==> src/fetch_pkg.sv <==
package fetch_pkg;

    // ========================================
    // Data path widths
    // ========================================
    localparam int ADDR_W  = 32;              // Byte address, one word wide
    localparam int INSTR_W = 32;
    localparam int LINE_W  = 128;             // Cache line and bus beat

    // Address fields
    localparam int WORD_SEL_LSB = 2;          // Word within line
    localparam int WORD_SEL_W   = 2;
    localparam int INDEX_LSB    = 4;          // Line index starts above the 16-byte offset

    // 2 MB areas, one mask bit each
    localparam int AREA_LSB = 21;
    localparam int AREA_W   = 5;

    // ========================================
    // Memory map and constants
    // ========================================
    // Nothing at or above this is cacheable
    localparam logic [ADDR_W-1:0] MAIN_LIMIT = 32'h0FFF_FFFF;

    // Returned while no fetch is valid
    localparam logic [INSTR_W-1:0] FETCH_IDLE_WORD = 32'hFFEE_DDCC;

    localparam logic [3:0] LFSR_SEED = 4'hF;  // Replacement LFSR start value

    // ========================================
    // Cache FSM
    // ========================================
    typedef enum logic [2:0] {
        CS_INIT,                              // Tag clearing, one line per cycle
        CS_IDLE,                              // Lookup
        CS_FILL,                              // Waiting for the line beat
        CS_FILL_DONE,
        CS_TURN_AROUND                        // RAM read settles for the held address
    } cache_state_t;

endpackage
==> src/icache_ctrl.sv <==
module icache_ctrl
    import fetch_pkg::*;
#(
    parameter int WAYS    = 4,
    parameter int INDEX_W = 8
) (
    input  logic                              i_clk,
    input  logic                              i_rst_n,
    input  logic                              i_cache_flush,
    input  logic                              i_core_stall,
    input  logic                              i_select,
    input  logic                              i_cache_enable,
    input  logic [ADDR_W-1:0]                 i_address,
    input  logic [ADDR_W-1:0]                 i_address_nxt,  // Address of next cycle
    input  logic [WAYS-1:0]                   i_hit_way,
    input  logic [LINE_W-1:0]                 i_hit_line,
    input  logic [WAYS-1:0]                   i_valid_bits,
    input  logic [LINE_W-1:0]                 i_wb_read_data,
    input  logic                              i_wb_ready,
    output logic [INDEX_W-1:0]                o_index,
    output logic [ADDR_W-INDEX_W-INDEX_LSB:0] o_tag_wdata,
    output logic [WAYS-1:0]                   o_tag_we,
    output logic [WAYS-1:0]                   o_data_we,
    output logic                              o_idle,
    output logic                              o_cache_req,
    output logic                              o_cache_stall,
    output logic [LINE_W-1:0]                 o_cache_line
);

    localparam int TAG_W = ADDR_W - INDEX_W - INDEX_LSB;
    localparam int WAY_W = $clog2(WAYS);

    cache_state_t      state;
    logic [INDEX_W:0]  init_count;            // One extra bit marks the end of clearing
    logic              busy_r;
    logic [3:0]        lfsr_r;
    logic [ADDR_W-1:0] miss_addr;
    logic [ADDR_W-1:0] address_c;
    logic [ADDR_W-1:0] address_r;
    logic [LINE_W-1:0] rbuf_data;
    logic [ADDR_W-1:0] rbuf_addr;
    logic              rbuf_valid;
    logic              enable;
    logic              hit;
    logic              read_miss;
    logic              fill_write;
    logic              wb_hit;
    logic              rbuf_hit;
    logic              read_stall;
    logic [WAYS-1:0]   fill_way;

    // RAM address, held address while the core is frozen
    assign address_c = i_core_stall ? i_address : i_address_nxt;

    assign enable     = i_select && i_cache_enable;
    assign hit        = |i_hit_way;
    assign fill_write = (state == CS_FILL) && i_wb_ready;     // Line beat arrives
    assign rbuf_hit   = rbuf_valid && (i_address[ADDR_W-1:INDEX_LSB] == rbuf_addr[ADDR_W-1:INDEX_LSB]);
    assign wb_hit     = fill_write && (i_address[ADDR_W-1:INDEX_LSB] == miss_addr[ADDR_W-1:INDEX_LSB]);

    // address_r check drops lookups on a RAM read of some other address
    assign read_miss = (state == CS_IDLE) && enable && !hit && !rbuf_hit
                       && (address_r == i_address);

    // ========================================
    // Cache FSM and clearing counter
    // ========================================
    always_ff @(posedge i_clk)
    begin
        if (!i_rst_n || i_cache_flush)        // Flush restarts the clearing
        begin
            state      <= CS_INIT;
            init_count <= '0;
            busy_r     <= 1'b1;
            lfsr_r     <= LFSR_SEED;
        end
        else
        begin
            busy_r <= (state == CS_INIT);     // Covers the turn-around after clearing too
            case (state)
                CS_INIT:
                    if (init_count[INDEX_W])
                        state <= CS_TURN_AROUND;
                    else
                        init_count <= init_count + 1'b1;
                CS_IDLE:
                    if (read_miss)
                    begin
                        state  <= CS_FILL;
                        lfsr_r <= {lfsr_r[2:0], lfsr_r[3] ^ lfsr_r[2]};
                    end
                CS_FILL:
                    if (i_wb_ready)
                        state <= CS_FILL_DONE;
                CS_FILL_DONE:   state <= CS_TURN_AROUND;
                CS_TURN_AROUND: state <= CS_IDLE;
                default:        state <= CS_IDLE;
            endcase
        end
    end

    // Miss address follows the core while idle
    always_ff @(posedge i_clk)
    begin
        address_r <= address_c;
        if (state == CS_IDLE)
            miss_addr <= i_address;
    end

    // ========================================
    // Way replacement
    // ========================================
    // Lowest invalid way first, else the LFSR pick
    always_comb
    begin
        fill_way = '0;
        fill_way[lfsr_r[WAY_W-1:0]] = 1'b1;
        for (int w = WAYS - 1; w >= 0; w--)
        begin
            if (!i_valid_bits[w])
            begin
                fill_way    = '0;
                fill_way[w] = 1'b1;
            end
        end
    end

    // RAM controls
    assign o_index     = (state == CS_INIT) ? init_count[INDEX_W-1:0] :
                         (state == CS_FILL) ? miss_addr[INDEX_LSB +: INDEX_W] :
                                              address_c[INDEX_LSB +: INDEX_W];
    assign o_tag_wdata = (state == CS_INIT) ? '0 : {1'b1, miss_addr[ADDR_W-1 -: TAG_W]};
    assign o_tag_we    = (state == CS_INIT) ? '1 : (fill_write ? fill_way : '0);
    assign o_data_we   = fill_write ? fill_way : '0;
    assign o_idle      = (state == CS_IDLE);

    // ========================================
    // Read buffer, last filled line
    // ========================================
    always_ff @(posedge i_clk)
    begin
        if (!i_rst_n || i_cache_flush)
            rbuf_valid <= 1'b0;
        else if (fill_write)
            rbuf_valid <= 1'b1;
        else if (read_miss)
            rbuf_valid <= 1'b0;               // New miss replaces it
    end

    always_ff @(posedge i_clk)
    begin
        if (fill_write)
        begin
            rbuf_data <= i_wb_read_data;
            rbuf_addr <= miss_addr;
        end
    end

    // Bus beat first, then buffer, then RAM
    assign o_cache_line = wb_hit   ? i_wb_read_data :
                          rbuf_hit ? rbuf_data      :
                                     i_hit_line;

    assign o_cache_req   = read_miss || (state == CS_FILL);   // Level until the beat
    assign read_stall    = enable && !hit && !wb_hit && !rbuf_hit;
    assign o_cache_stall = busy_r || read_stall;

endmodule

==> config.mk <==
export PLATFORM = sky130hd
export DESIGN_NAME = icache_ctrl
export DESIGN_NICKNAME = d
export VERILOG_FILES = /design/src/fetch_pkg.sv /design/src/icache_ctrl.sv
export SDC_FILE = /design/constraint.sdc
export NUM_CORES = 1
export LEC_CHECK = 0
export BUFFER_PORTS_ARGS = -buffer_cell sky130_fd_sc_hd__buf_4
export CAP_MARGIN = 20
export CELL_PAD_IN_SITES_DETAIL_PLACEMENT = 1
export CELL_PAD_IN_SITES_GLOBAL_PLACEMENT = 2
export CORE_AREA = 2 2 198 200
export DETAILED_ROUTE_END_ITERATION = 8
export DIE_AREA = 0 0 200 202
export PLACE_DENSITY_LB_ADDON = 0.1
export SYNTH_ARGS = -nofsm -noshare
export SYNTH_HDL_FRONTEND = slang
export SYNTH_SLANG_ARGS = --single-unit
==> constraint.sdc <==
create_clock -name i_clk -period 8.55 [get_ports i_clk]
set_input_delay 1.2825 -clock i_clk [delete_from_list [all_inputs] [get_ports i_clk]]
set_output_delay 1.2825 -clock i_clk [all_outputs]
set_load 0.05 [all_outputs]
Word-level counts from Yosys, hierarchy flattened
Index checks and enable logic that the tools add are counted.
{"block": "classes", "addsub": 1, "order_cmp": 2, "n_eq_ne": 9, "mux": 21, "bitwise": 2, "n_reduce_logical": 25}
{"op": "$mux 128", "n": 2}
{"op": "$eq 28x28->1", "n": 2}
{"op": "$eq 32x32->1", "n": 1}
{"op": "$mux 32", "n": 1}
{"op": "$mux 4", "n": 6}
{"op": "$mux 21", "n": 1}
{"op": "$mux 8", "n": 2}
{"op": "$logic_and 1x1->1", "n": 12}
{"op": "$pmux 3 s4", "n": 1}
{"op": "$add 9x1->9 const B", "n": 1}
{"op": "$mux 3", "n": 3}
{"op": "$mux 9", "n": 1}
{"op": "$eq 3x2->1 const B", "n": 2}
{"op": "$logic_not 1->1", "n": 4}
{"op": "$ne 2x2->1 const B", "n": 2}
{"op": "$reduce_and 2->1", "n": 2}
{"op": "$reduce_or 4->1", "n": 1}
{"op": "$eq 3x1->1 const B", "n": 1}
{"op": "$logic_not 3->1", "n": 1}
{"op": "$logic_or 1x1->1", "n": 3}
{"op": "$lt 2x3->1 const B", "n": 1}
{"op": "$mux 1", "n": 3}
{"op": "$reduce_and 3->1", "n": 1}
{"op": "$demux 1 s2", "n": 1}
{"op": "5 further kinds", "n": 5}
{"block": "word_totals", "ff_bits": 242, "in_bits": 335, "output_inout_bits": 168, "wordCells": 70}

Depth between registers and ports, before layout
Gate-level depths: netlist of the first run.
{"block": "logic_depth", "ltp_word": 10, "ltp_mapped": 8, "ltp_nobuf": 7}

Worst setup path before layout of the first run
Ideal clock, no wire load.
{"block": "synth_timing", "kind": "input-to-output", "start": "in i_wb_ready", "end": "out o_tag_we[2]", "arrival_time_ns": 6.345, "t_required_ns": 7.267, "setup_slack_ns": 0.922, "cell_stages": 5, "n_path_buf": 0, "path_cell_list": "nand3_1 inv_1 nand3_1 a21oi_1 nand2b_1"}
{"block": "synth_via", "elab_chain_cells": 3}
{"item": "start, declared", "line": "icache_ctrl.sv:19", "text": "input logic i_wb_ready,"}
{"item": "$logic_and 1x1->1", "line": "icache_ctrl.sv:57", "text": "assign fill_write = (state == CS_FILL) && i_wb_ready;"}
{"item": "net fill_write", "line": "icache_ctrl.sv:46", "text": "logic fill_write;"}
{"item": "$mux 4"}
{"item": "net o_data_we[2]", "line": "icache_ctrl.sv:23", "text": "output logic [WAYS-1:0] o_data_we,"}
{"item": "$mux 4", "line": "icache_ctrl.sv:133", "text": "assign o_tag_we = (state == CS_INIT) ? '1 : (fill_write ? fill_way : '0);"}
{"item": "end, declared", "line": "icache_ctrl.sv:22", "text": "output logic [WAYS-1:0] o_tag_we,"}
The timed path passes the listed nets, and every way through them passes these cells.

Worst setup path in the final report of the first run
{"block": "layout_timing", "start": "in i_address[5]", "end": "out o_cache_line[85]"}
{"block": "layout_via", "elab_chain_cells": 4, "word_cells_on_any_way": 6, "cone_classes": "eq/ne: 2; mux: 2; reduce/logical: 2"}
{"item": "start, declared", "line": "icache_ctrl.sv:13", "text": "input logic [ADDR_W-1:0] i_address,"}
{"item": "$eq 28x28->1", "line": "icache_ctrl.sv:58", "text": "assign rbuf_hit = rbuf_valid && (i_address[ADDR_W-1:INDEX_LSB] == rbuf_addr[ADDR_W-1:INDEX_LSB]);"}
{"item": "$logic_and 1x1->1", "line": "icache_ctrl.sv:58"}
{"item": "$mux 128", "line": "icache_ctrl.sv:161", "text": "rbuf_hit ? rbuf_data :"}
{"item": "$mux 128 *", "line": "icache_ctrl.sv:160", "text": "assign o_cache_line = wb_hit ? i_wb_read_data :"}
{"item": "end, declared", "line": "icache_ctrl.sv:27", "text": "output logic [LINE_W-1:0] o_cache_line"}
Mark *: on every way between the ends. The rest lies on a longest branch, timed or not.

==> impl_metrics.env, run 1 <==
export IMPL_outcome="finished clean"
export IMPL_start_util_pct=30.7
export IMPL_vias=8714
export IMPL_tritoncts="yes"
export IMPL_io_buffer_count=502
export IMPL_cts_made_buffers=29
export IMPL_period_minus_slack_ns=5.29
export IMPL_worst_setup_path_end_kind="output port"
export IMPL_core_area_um2=38300
export IMPL_p_per_area_nw_per_um2=168
export IMPL_dp_worst_setup_slack_ns=3.21
export IMPL_avgViaCountPerCell=4.66
export IMPL_synth_area_um2=11700
export IMPL_final_cell_mix="509 x buf_4, 200 x mux2_2, 184 x edfxtp_1"
export IMPL_drt_iter0_drc=329
export IMPL_drc=0
export IMPL_clk_pin_slew_ns=0.06
export IMPL_fp_dieW_um=200
export IMPL_place_congestion=0.777
export IMPL_nFillCells=4038
export IMPL_finalSetupViolCount=0
export IMPL_cts_buffer_depth=3
export IMPL_timing_final_ws_setup_ns=3.26
export IMPL_utilization_pct=44.3
export IMPL_peakVddDrop_v=0.000137
export IMPL_cts_root_buf="clkbuf_16"
export IMPL_finalMaxSlewViolations=0
export IMPL_hp_class="reg2reg"
export IMPL_fin_cells=1871
export IMPL_yosysUniqueCellTypes=38
export IMPL_grt_max_degree=89
export IMPL_die_h_um=202
export IMPL_die_area_um2=40400
export IMPL_cpMaxStageDelayCell="mux2_1"
export IMPL_clock_skew_ns=0.00716
export IMPL_grt_usage_pct=21.0
export IMPL_cts_setup_buffers=0
export IMPL_p_leak_nw=6.76
export IMPL_hpwlAfterDp_um=33600
export IMPL_avgRoutedWirePerCell_um=23.5
export IMPL_cts_sinks=234
export IMPL_ant_nets=0
export IMPL_nets=1665
export IMPL_tightest_slew_ns=1.08
export IMPL_finalHoldViolCount=0
export IMPL_setup_tns_final_ns=0
export IMPL_grt_pass1_vias=9282
export IMPL_first_pass_iters=4
export IMPL_yosysWarnings=0
export IMPL_syn_nets=1164
export IMPL_max_stage_delay_ns=0.40
export IMPL_drive_above_1_share_pct=55.9
export IMPL_final_common_cell="buf_4"
export IMPL_fin_crit_sh_pct=61.9
export IMPL_routed_wl_um=44100
export IMPL_critPathMaxFanout=52
export IMPL_synthCells=828
export IMPL_synth_seq_cells=234
export IMPL_io_pin_count=503
export IMPL_rows=72
export IMPL_start_kind="primary input"
export IMPL_dp_cells=1816
export IMPL_worstPathCellList="buf_4, xnor2_1, nand4_1, nor4_1, nand4_1, buf_4, buf_4, mux2_1, mux2_2, buf_4"
export IMPL_overflow=0
export IMPL_maxCapViolCount=0
export IMPL_rsz0062_at_grt="no"
export IMPL_critPathArrivalTime_ns=4.01
export IMPL_crit_type="in2out"
export IMPL_critPathMostFrequentCell="buf_4"
export IMPL_syn2layout_area_growth_pct=44.3
export IMPL_grt_pass1_wl_um=62200
export IMPL_grt_antenna_before_repair=9
export IMPL_fmax_ghz=0.189
export IMPL_slew_limit_headroom_pct=27.7
export IMPL_insertion_delay_ns=0.55
export IMPL_ctsResizeCount=0
export IMPL_cts_hold_buf=0
export IMPL_worstPathRequired_ns=7.27
export IMPL_h_tree_depth=1
export IMPL_ys_seq_area_share_pct=55.6
export IMPL_synth_avg_cell_area_um2=14.2
## through the flow
stage / cell area, um2 / hold slack (ns) / total power, W
3_5_place_dp: 16100 / 0.474 / 0.00170
6_report: 16900 / 0.484 / 0.00284
4_1_cts: 16900 / 0.486 / 0.00288
5_1_grt: 16900 / 0.514 / 0.00294
2_1_floorplan: 11700 / 0.450 / 0.00148
3_3_place_gp: 16100 / 0.470 / 0.00170
## worst max-delay path, delay by kind of cell
family	cells	cell delay, ns
buffers and inverters	4	1.00
xor gates and xnor gates	1	0.37
and+or+nand+nor	3	0.61
muxes	2	0.68
## kinds of logic after synthesis
logic type | synth area share (%)
buffers and inverters | 1.58
adder cells (fa/ha/maj) | 0.107
flip-flops | 55.6
XOR/XNOR | 7.08
AND/OR/NAND/NOR | 5.99
multiplexers | 28.6
AO/OA/AOI/OAI | 1.05
## report_power, final
group          total (W)  switching (W)  internal (W)  leakage (nW)
logic           0.000435       0.000229      0.000206          4.25
clock network    0.00116       0.000490      0.000674         0.436
registers        0.00124     0.00000549       0.00124          2.07
## cells in the mapped netlist, drive strengths merged
library cell | instances | area share [%]
xor2 | 52 | 3.9
nand2b | 4 | 0.21
nand3 | 8 | 0.34
mux2 | 288 | 28
or2 | 1 | 0.053
buf | 25 | 0.94
nor3b | 1 | 0.064
dfxtp | 50 | 8.5
and2 | 20 | 1.1
o22ai | 1 | 0.053
a21oi | 16 | 0.68
and3 | 2 | 0.11
or3b | 1 | 0.075
and4 | 1 | 0.075
mux2i | 12 | 1.0
nor4 | 20 | 1.1
nand4 | 14 | 0.75
nor2 | 27 | 0.88
inv | 6 | 0.19
ha | 1 | 0.11
nand3b | 2 | 0.13
nand2 | 19 | 0.61
xnor2 | 43 | 3.2
o21ai | 4 | 0.17
clkbuf | 14 | 0.45
a41oi | 1 | 0.075
or4b | 1 | 0.085
edfxtp | 184 | 47
nor2b | 1 | 0.053
a31o | 1 | 0.075
nor3 | 6 | 0.26
or4 | 1 | 0.064
or3 | 1 | 0.053
## final timing paths
check / start / endpoint / slack (ns) / depth (start not counted)
hold / removal: miss_addr[28] / rbuf_addr[28] / 0.48 / 0
setup reg to reg: state[0] / rbuf_data[78] / 4.93 / 4
hold reg to reg: miss_addr[28] / rbuf_addr[28] / 0.48 / 0
setup / recovery: i_address[5] / o_cache_line[85] / 3.26 / 10
## layout make-up
type / instances / area (um2) / share of cell area, %
antenna: 2 / 5.00 / 0.0295
clock buffer: 46 / 850 / 5.01
clock inverter: 7 / 32.5 / 0.192
inverter: 6 / 27.5 / 0.162
multi-input combinational: 549 / 5030 / 29.7
sequential: 234 / 6530 / 38.5
tap: 518 / 648 / 3.82
timing repair buffer: 509 / 3820 / 22.6
## sequential cells by signal (all words and copies together) (netlist names)
register / cells
busy_r: 1
lfsr_r: 4
rbuf_data: 128
address_r: 32
miss_addr: 28
init_count: 9
rbuf_valid: 1
state: 3
rbuf_addr: 28
## per-layer routing
| metal | GRT usage [%] | wire length [um] | up-vias | part of all wire (%) |
|---|---|---|---|---|
| li1 | - | - | 4111 | - |
| met4 | 7.12 | 1510 | 14 | 3.4 |
| met5 | 0 | 90 | - | 0.20 |
| met1 | 23.2 | 16500 | 4207 | 37 |
| met3 | 6.62 | 3770 | 81 | 8.6 |
| met2 | 37.7 | 22200 | 301 | 50 |
Note: power is estimated with default switching activity, not from simulation.
==> run 2: changes to the inputs <==
--- a/config.mk
+++ b/config.mk
@@ -5,13 +5,14 @@
 export SDC_FILE = /design/constraint.sdc
 export NUM_CORES = 1
 export LEC_CHECK = 0
+export ABC_AREA = 1
 export BUFFER_PORTS_ARGS = -buffer_cell sky130_fd_sc_hd__buf_4
 export CAP_MARGIN = 20
 export CELL_PAD_IN_SITES_DETAIL_PLACEMENT = 1
 export CELL_PAD_IN_SITES_GLOBAL_PLACEMENT = 2
-export CORE_AREA = 2 2 198 200
+export CORE_MARGIN = 1
+export CORE_UTILIZATION = 27
 export DETAILED_ROUTE_END_ITERATION = 8
-export DIE_AREA = 0 0 200 202
 export PLACE_DENSITY_LB_ADDON = 0.1
 export SYNTH_ARGS = -nofsm -noshare
 export SYNTH_HDL_FRONTEND = slang
==> constraint.sdc (replaced) <==
create_clock -name i_clk -period 5.2 [get_ports i_clk]
set_input_delay 0.78 -clock i_clk [delete_from_list [all_inputs] [get_ports i_clk]]
set_output_delay 0.78 -clock i_clk [all_outputs]
set_load 0.05 [all_outputs]
==> impl_metrics.env, run 2 <==
export IMPL_critPathArrivalTime_ns=3.61
export IMPL_fin_crit_sh_pct=84.5
export IMPL_cts_sinks=234
export IMPL_synth_edff_count=184
export IMPL_overflow=0
export IMPL_routed_wl_um=55600
export IMPL_min_from="i_wb_read_data[5]"
export IMPL_avgViaCountPerCell=4.59
export IMPL_synth_avg_cell_area_um2=7.92
export IMPL_drc=0
export IMPL_top_regs="rbuf_data x128, address_r x32"
export IMPL_ctsResizeCount=0
export IMPL_core_area_um2=47900
export IMPL_h_tree_depth=1
export IMPL_synth_top_area_cell="edfxtp_1"
export IMPL_insertion_delay_ns=0.57
export IMPL_num_antenna_cells=0
export IMPL_rrSetupSlack_ns=2.40
export IMPL_critPathMaxFanout=45
export IMPL_yosysUniqueCellTypes=36
export IMPL_hpwlAfterDp_um=40500
export IMPL_yosysMostFrequentCell="nand2_1"
export IMPL_maxCapViolCount=0
export IMPL_drt_iter0_drc=601
export IMPL_syn2layout_area_growth_pct=40.1
export IMPL_final_common_cell="nand2_1"
export IMPL_start_util_pct=27.5
export IMPL_peakVddDrop_v=0.000242
export IMPL_grt_usage_pct=21.8
export IMPL_cts_setup_buffers=0
export IMPL_p_leak_nw=8.98
export IMPL_cts_made_buffers=30
export IMPL_met1_length_um=24300
export IMPL_crit_type="reg2out"
export IMPL_crit_start="state[2]"
export IMPL_ant_nets=0
export IMPL_p_per_area_nw_per_um2=264
export IMPL_grt_antenna_before_repair=4
export IMPL_die_h_um=223
export IMPL_top_layer="met5"
export IMPL_finalHoldViolCount=0
export IMPL_slew_limit_headroom_pct=30.9
export IMPL_nets=2467
export IMPL_reg2regPathDepth=6
export IMPL_place_congestion=0.829
export IMPL_worstPathRequired_ns=4.42
export IMPL_setup_tns_final_ns=0
export IMPL_regMostFlops="rbuf_data"
export IMPL_rows=80
export IMPL_outcome="finished clean"
export IMPL_finalMaxSlewViolations=0
export IMPL_fmax_ghz=0.228
export IMPL_synth_area_um2=13200
export IMPL_min_path_cells=1
export IMPL_tritoncts="yes"
export IMPL_yosysTopAreaCellShare_pct=41.9
export IMPL_synth_area_top_cells="edfxtp_1 42%, nand2_1 17%, dfxtp_1 7.6%"
export IMPL_io_pin_count=503
export IMPL_async_flop_share_pct=0
export IMPL_r2r_start="state[2]"
export IMPL_start_kind="flip-flop"
export IMPL_yosysWarnings=0
export IMPL_grt_max_degree=129
export IMPL_first_pass_iters=6
export IMPL_cts_hold_buf=0
export IMPL_met3_length_um=2820
export IMPL_largest_reg_flops=128
export IMPL_syn_nets=1999
export IMPL_tightest_slew_ns=1.04
export IMPL_finalSetupViolCount=0
export IMPL_cts_root_buf="clkbuf_16"
export IMPL_hp_class="in2reg"
export IMPL_synthCells=1663
export IMPL_drive_above_1_share_pct=27.3
export IMPL_dr_wl_met2_um=27400
export IMPL_grt_pass1_vias=13100
export IMPL_io_buffer_count=502
export IMPL_rsz0062_at_grt="no"
export IMPL_clock_skew_ns=0.0173
export IMPL_die_area_um2=49700
export IMPL_synth_commonest_cells="597 x nand2_1, 226 x inv_1, 184 x edfxtp_1"
export IMPL_ys_seq_area_share_pct=49.5
export IMPL_vias=12700
export IMPL_cts_buffer_depth=3
export IMPL_power_w=0.00487
export IMPL_period_minus_slack_ns=4.39
export IMPL_synth_seq_cells=234
export IMPL_clk_pin_slew_ns=0.06
export IMPL_grt_pass1_wl_um=81900
export IMPL_ys_flop_type="edfxtp_1"
export IMPL_avgRoutedWirePerCell_um=20.1
export IMPL_final_cell_mix="595 x nand2_1, 511 x buf_4, 226 x inv_1"
export IMPL_fp_dieW_um=223
export IMPL_worst_setup_path_end_kind="output port"
==> run 2: changes by cell type after synthesis, moves of 57 or more <==
cell	change
nand2_1	+578
inv_1	+220
mux2_2	-200
nand3_1	+137
nand3b_1	+127
mux2_1	-88
nor2_1	+57
==> run 2: critical path: stages, from the launching register on <==
cell and delay (ns):
dfxtp_1 0.35, nor2_4 0.21, inv_2 0.15, nor2_8 0.16, nand2_2 0.16, inv_6 0.40
nand3_1 0.15, nor2_1 0.18, nand2_4 0.09, inv_4 0.43, buf_4 0.34, nand2_1 0.09
nand2_1 0.08, buf_4 0.19
==> run 2: routing by layer <==
| metal | up-vias | global-route usage (%) |
|---|---|---|
| met1 | 6081 | 27.7 |
| met5 | - | 0 |
| met2 | 313 | 37.9 |
| met4 | 6 | 4.38 |
| li1 | 6240 | - |
| met3 | 62 | 4.53 |
==> run 2: cells by family (layout without fill, tap and decap cells) <==
| logic type | count (synthesis) | after routing | synth area share (%) |
|---|---|---|---|
| compound gates | 70 | 70 | 2.93 |
| fa+ha+maj | 1 | 1 | 0.0950 |
| xor+xnor | 43 | 43 | 2.86 |
| flops | 234 | 234 | 49.5 |
| buf+inv | 322 | 814 | 10.4 |
| simple gates | 993 | 993 | 34.2 |
==> run 2: worst paths after layout <==
check                endpoint
max          o_cache_line[36]
min              rbuf_data[5]
max reg2reg     rbuf_data[49]
min reg2reg     rbuf_addr[14]
==> run 2: report_power, final <==
part           switching, W  internal (W)
registers        0.00000922       0.00203
logic              0.000432      0.000307
clock network      0.000827       0.00126
==> run 2: stage by stage <==
step,setup slack [ns],utilization [%],std cells,instance area (um2),hold WS [ns]
after floorplan,0.283,-,1663,13200,0.450
after global placement,1.09,36.4,2714,17500,0.462
after detailed placement,1.07,36.4,2714,17500,0.468
after CTS,0.705,38.5,2770,18500,0.360
after global routing,0.513,38.5,2770,18500,0.366
final,0.807,38.5,2770,18500,0.393
==> run 2: cell type report <==
| cell class | count | area (um2) |
|---|---|---|
| fill | 5797 | 29500 |
| sequential | 234 | 6530 |
| multi-input combinational | 1107 | 5310 |
| timing repair buffer | 516 | 3940 |
| clock buffer | 48 | 971 |
| inverter | 242 | 916 |
| tap | 615 | 769 |
| clock inverter | 8 | 35.0 |
==> run 3: changes to the inputs <==
--- a/config.mk
+++ b/config.mk
@@ -5,13 +5,13 @@
 export SDC_FILE = /design/constraint.sdc
 export NUM_CORES = 1
 export LEC_CHECK = 0
-export ABC_AREA = 1
+export ABC_AREA = 0
 export BUFFER_PORTS_ARGS = -buffer_cell sky130_fd_sc_hd__buf_4
 export CAP_MARGIN = 20
 export CELL_PAD_IN_SITES_DETAIL_PLACEMENT = 1
 export CELL_PAD_IN_SITES_GLOBAL_PLACEMENT = 2
 export CORE_MARGIN = 1
-export CORE_UTILIZATION = 27
+export CORE_UTILIZATION = 31
 export DETAILED_ROUTE_END_ITERATION = 8
 export PLACE_DENSITY_LB_ADDON = 0.1
 export SYNTH_ARGS = -nofsm -noshare
==> constraint.sdc (replaced) <==
create_clock -name i_clk -period 4.6 [get_ports i_clk]
set_input_delay 0.69 -clock i_clk [delete_from_list [all_inputs] [get_ports i_clk]]
set_output_delay 0.69 -clock i_clk [all_outputs]
set_load 0.05 [all_outputs]
==> impl_metrics.env, run 3 (synthesis gave the netlist of run 1 again) <==
export IMPL_met3_length_um=3050
export IMPL_drc=0
export IMPL_clock_skew_ns=0.00901
export IMPL_period_minus_slack_ns=4.08
export IMPL_p_leak_nw=6.79
export IMPL_grt_usage_pct=21.7
export IMPL_insertion_delay_ns=0.55
export IMPL_vias=8702
export IMPL_ctsResizeCount=0
export IMPL_fmax_ghz=0.245
export IMPL_worst_setup_path_end_kind="output port"
export IMPL_clk_pin_slew_ns=0.06
export IMPL_r2r_end="lfsr_r[0]"
export IMPL_slew_limit_headroom_pct=34.5
export IMPL_die_area_um2=38700
export IMPL_cts_made_buffers=29
export IMPL_rrSetupSlack_ns=2.03
export IMPL_overflow=0
export IMPL_place_congestion=0.805
export IMPL_timing_final_ws_setup_ns=0.520
export IMPL_rows=70
export IMPL_nets=1666
export IMPL_worstPathRequired_ns=3.91
export IMPL_crit_type="reg2out"
export IMPL_min_to="rbuf_data[9]"
export IMPL_crit_start="rbuf_addr[28]"
export IMPL_core_area_um2=37000
export IMPL_fin_crit_sh_pct=88.7
export IMPL_first_pass_iters=4
export IMPL_cts_sinks=234
export IMPL_critPathArrivalTime_ns=3.39
export IMPL_start_kind="flip-flop"
export IMPL_grt_max_degree=157
export IMPL_avgViaCountPerCell=4.68
export IMPL_r2r_start="state[1]"
export IMPL_top_regs="rbuf_data x128, address_r x32"
export IMPL_finalHoldViolCount=0
export IMPL_fp_dieW_um=197
export IMPL_drt_iter0_drc=273
export IMPL_maxCapViolCount=0
export IMPL_grt_pass1_vias=9297
export IMPL_cts_buffer_depth=3
export IMPL_finalMaxSlewViolations=0
export IMPL_rsz0062_at_grt="no"
export IMPL_reg2regPathDepth=6
export IMPL_met1_length_um=16500
export IMPL_critPathMaxFanout=106
export IMPL_avgRoutedWirePerCell_um=23.2
export IMPL_die_h_um=197
export IMPL_ant_nets=0
export IMPL_finalSetupViolCount=0
export IMPL_p_per_area_nw_per_um2=313
export IMPL_cts_hold_buf=0
export IMPL_dr_wl_met2_um=22300
export IMPL_cts_setup_buffers=0
export IMPL_final_common_cell="buf_4"
export IMPL_dp_worst_setup_slack_ns=0.753
export IMPL_final_cell_mix="506 x buf_4, 200 x mux2_2, 184 x edfxtp_1"
export IMPL_hp_class="in2reg"
export IMPL_dp_cells=1802
export IMPL_io_buffer_count=502
export IMPL_outcome="finished clean"
export IMPL_tightest_slew_ns=0.982
export IMPL_drive_above_1_share_pct=56.2
export IMPL_h_tree_depth=1
export IMPL_start_util_pct=31.8
export IMPL_grt_pass1_wl_um=61900
export IMPL_peakVddDrop_v=0.000305
export IMPL_fin_cells=1861
export IMPL_min_from="i_wb_read_data[9]"
export IMPL_hpwlAfterDp_um=32600
export IMPL_top_layer="met5"
export IMPL_tritoncts="yes"
export IMPL_routed_wl_um=43200
export IMPL_grt_antenna_before_repair=9
export IMPL_largest_reg_flops=128
export IMPL_io_pin_count=503
export IMPL_cts_root_buf="clkbuf_16"
export IMPL_syn2layout_area_growth_pct=45.0
export IMPL_regMostFlops="rbuf_data"
export IMPL_min_path_cells=1
run 3: worst max-delay path by stage:
stage	to	cells past startpoint
after floorplan	o_tag_we[2]	5
after global placement	o_cache_line[63]	8
after detailed placement	o_cache_line[93]	8
after CTS	o_cache_line[93]	7
after global routing	o_cache_line[85]	7
final	o_cache_line[83]	7
run 3: stage by stage:
step	cell area [um2]	setup TNS [ns]	hold WS (ns)	utilization [%]	power (W)
4_1_cts	17000	0	0.287	46.0	0.00542
2_1_floorplan	11800	-0.0424	0.450	-	0.00276
3_5_place_dp	16100	0	0.475	43.5	0.00317
6_report	17000	0	0.318	46.1	0.00533
5_1_grt	17000	0	0.294	46.1	0.00553
3_3_place_gp	16100	0	0.473	43.5	0.00316
run 3: report_power, final:
group / total, W / internal, W / switching [W] / leakage (nW)
logic: 0.000811 / 0.000383 / 0.000428 / 4.27
registers: 0.00231 / 0.00230 / 0.0000103 / 2.07
clock network: 0.00221 / 0.00129 / 0.000914 / 0.452
total: 0.00533 / 0.00397 / 0.00135 / 6.79
run 3: cell type report:
cell class | instances | area [um2]
Fill cell | 3924 | 19900
Sequential cell | 234 | 6530
Multi-Input combinational cell | 549 | 5040
Timing Repair Buffer | 510 | 3890
Clock buffer | 37 | 776
Tap cell | 504 | 631
Clock inverter | 17 | 131
Inverter | 6 | 26.3
Antenna cell | 4 | 10.0
run 3: layer usage:
layer  GRT usage, %  vias to the layer above
met2           39.7                      297
met5              0                        -
met4           6.03                       12
met3           6.04                       66
met1           24.6                     4215
li1               -                     4112
run 3: worst max-delay path, cell delays in order, from the launching register on:
cell	delay, ns
edfxtp_1	0.37
xor2_1	0.17
nor4_1	0.59
nand4_1	0.29
buf_12	0.30
mux2_1	0.45
mux2_2	0.27
buf_4	0.19
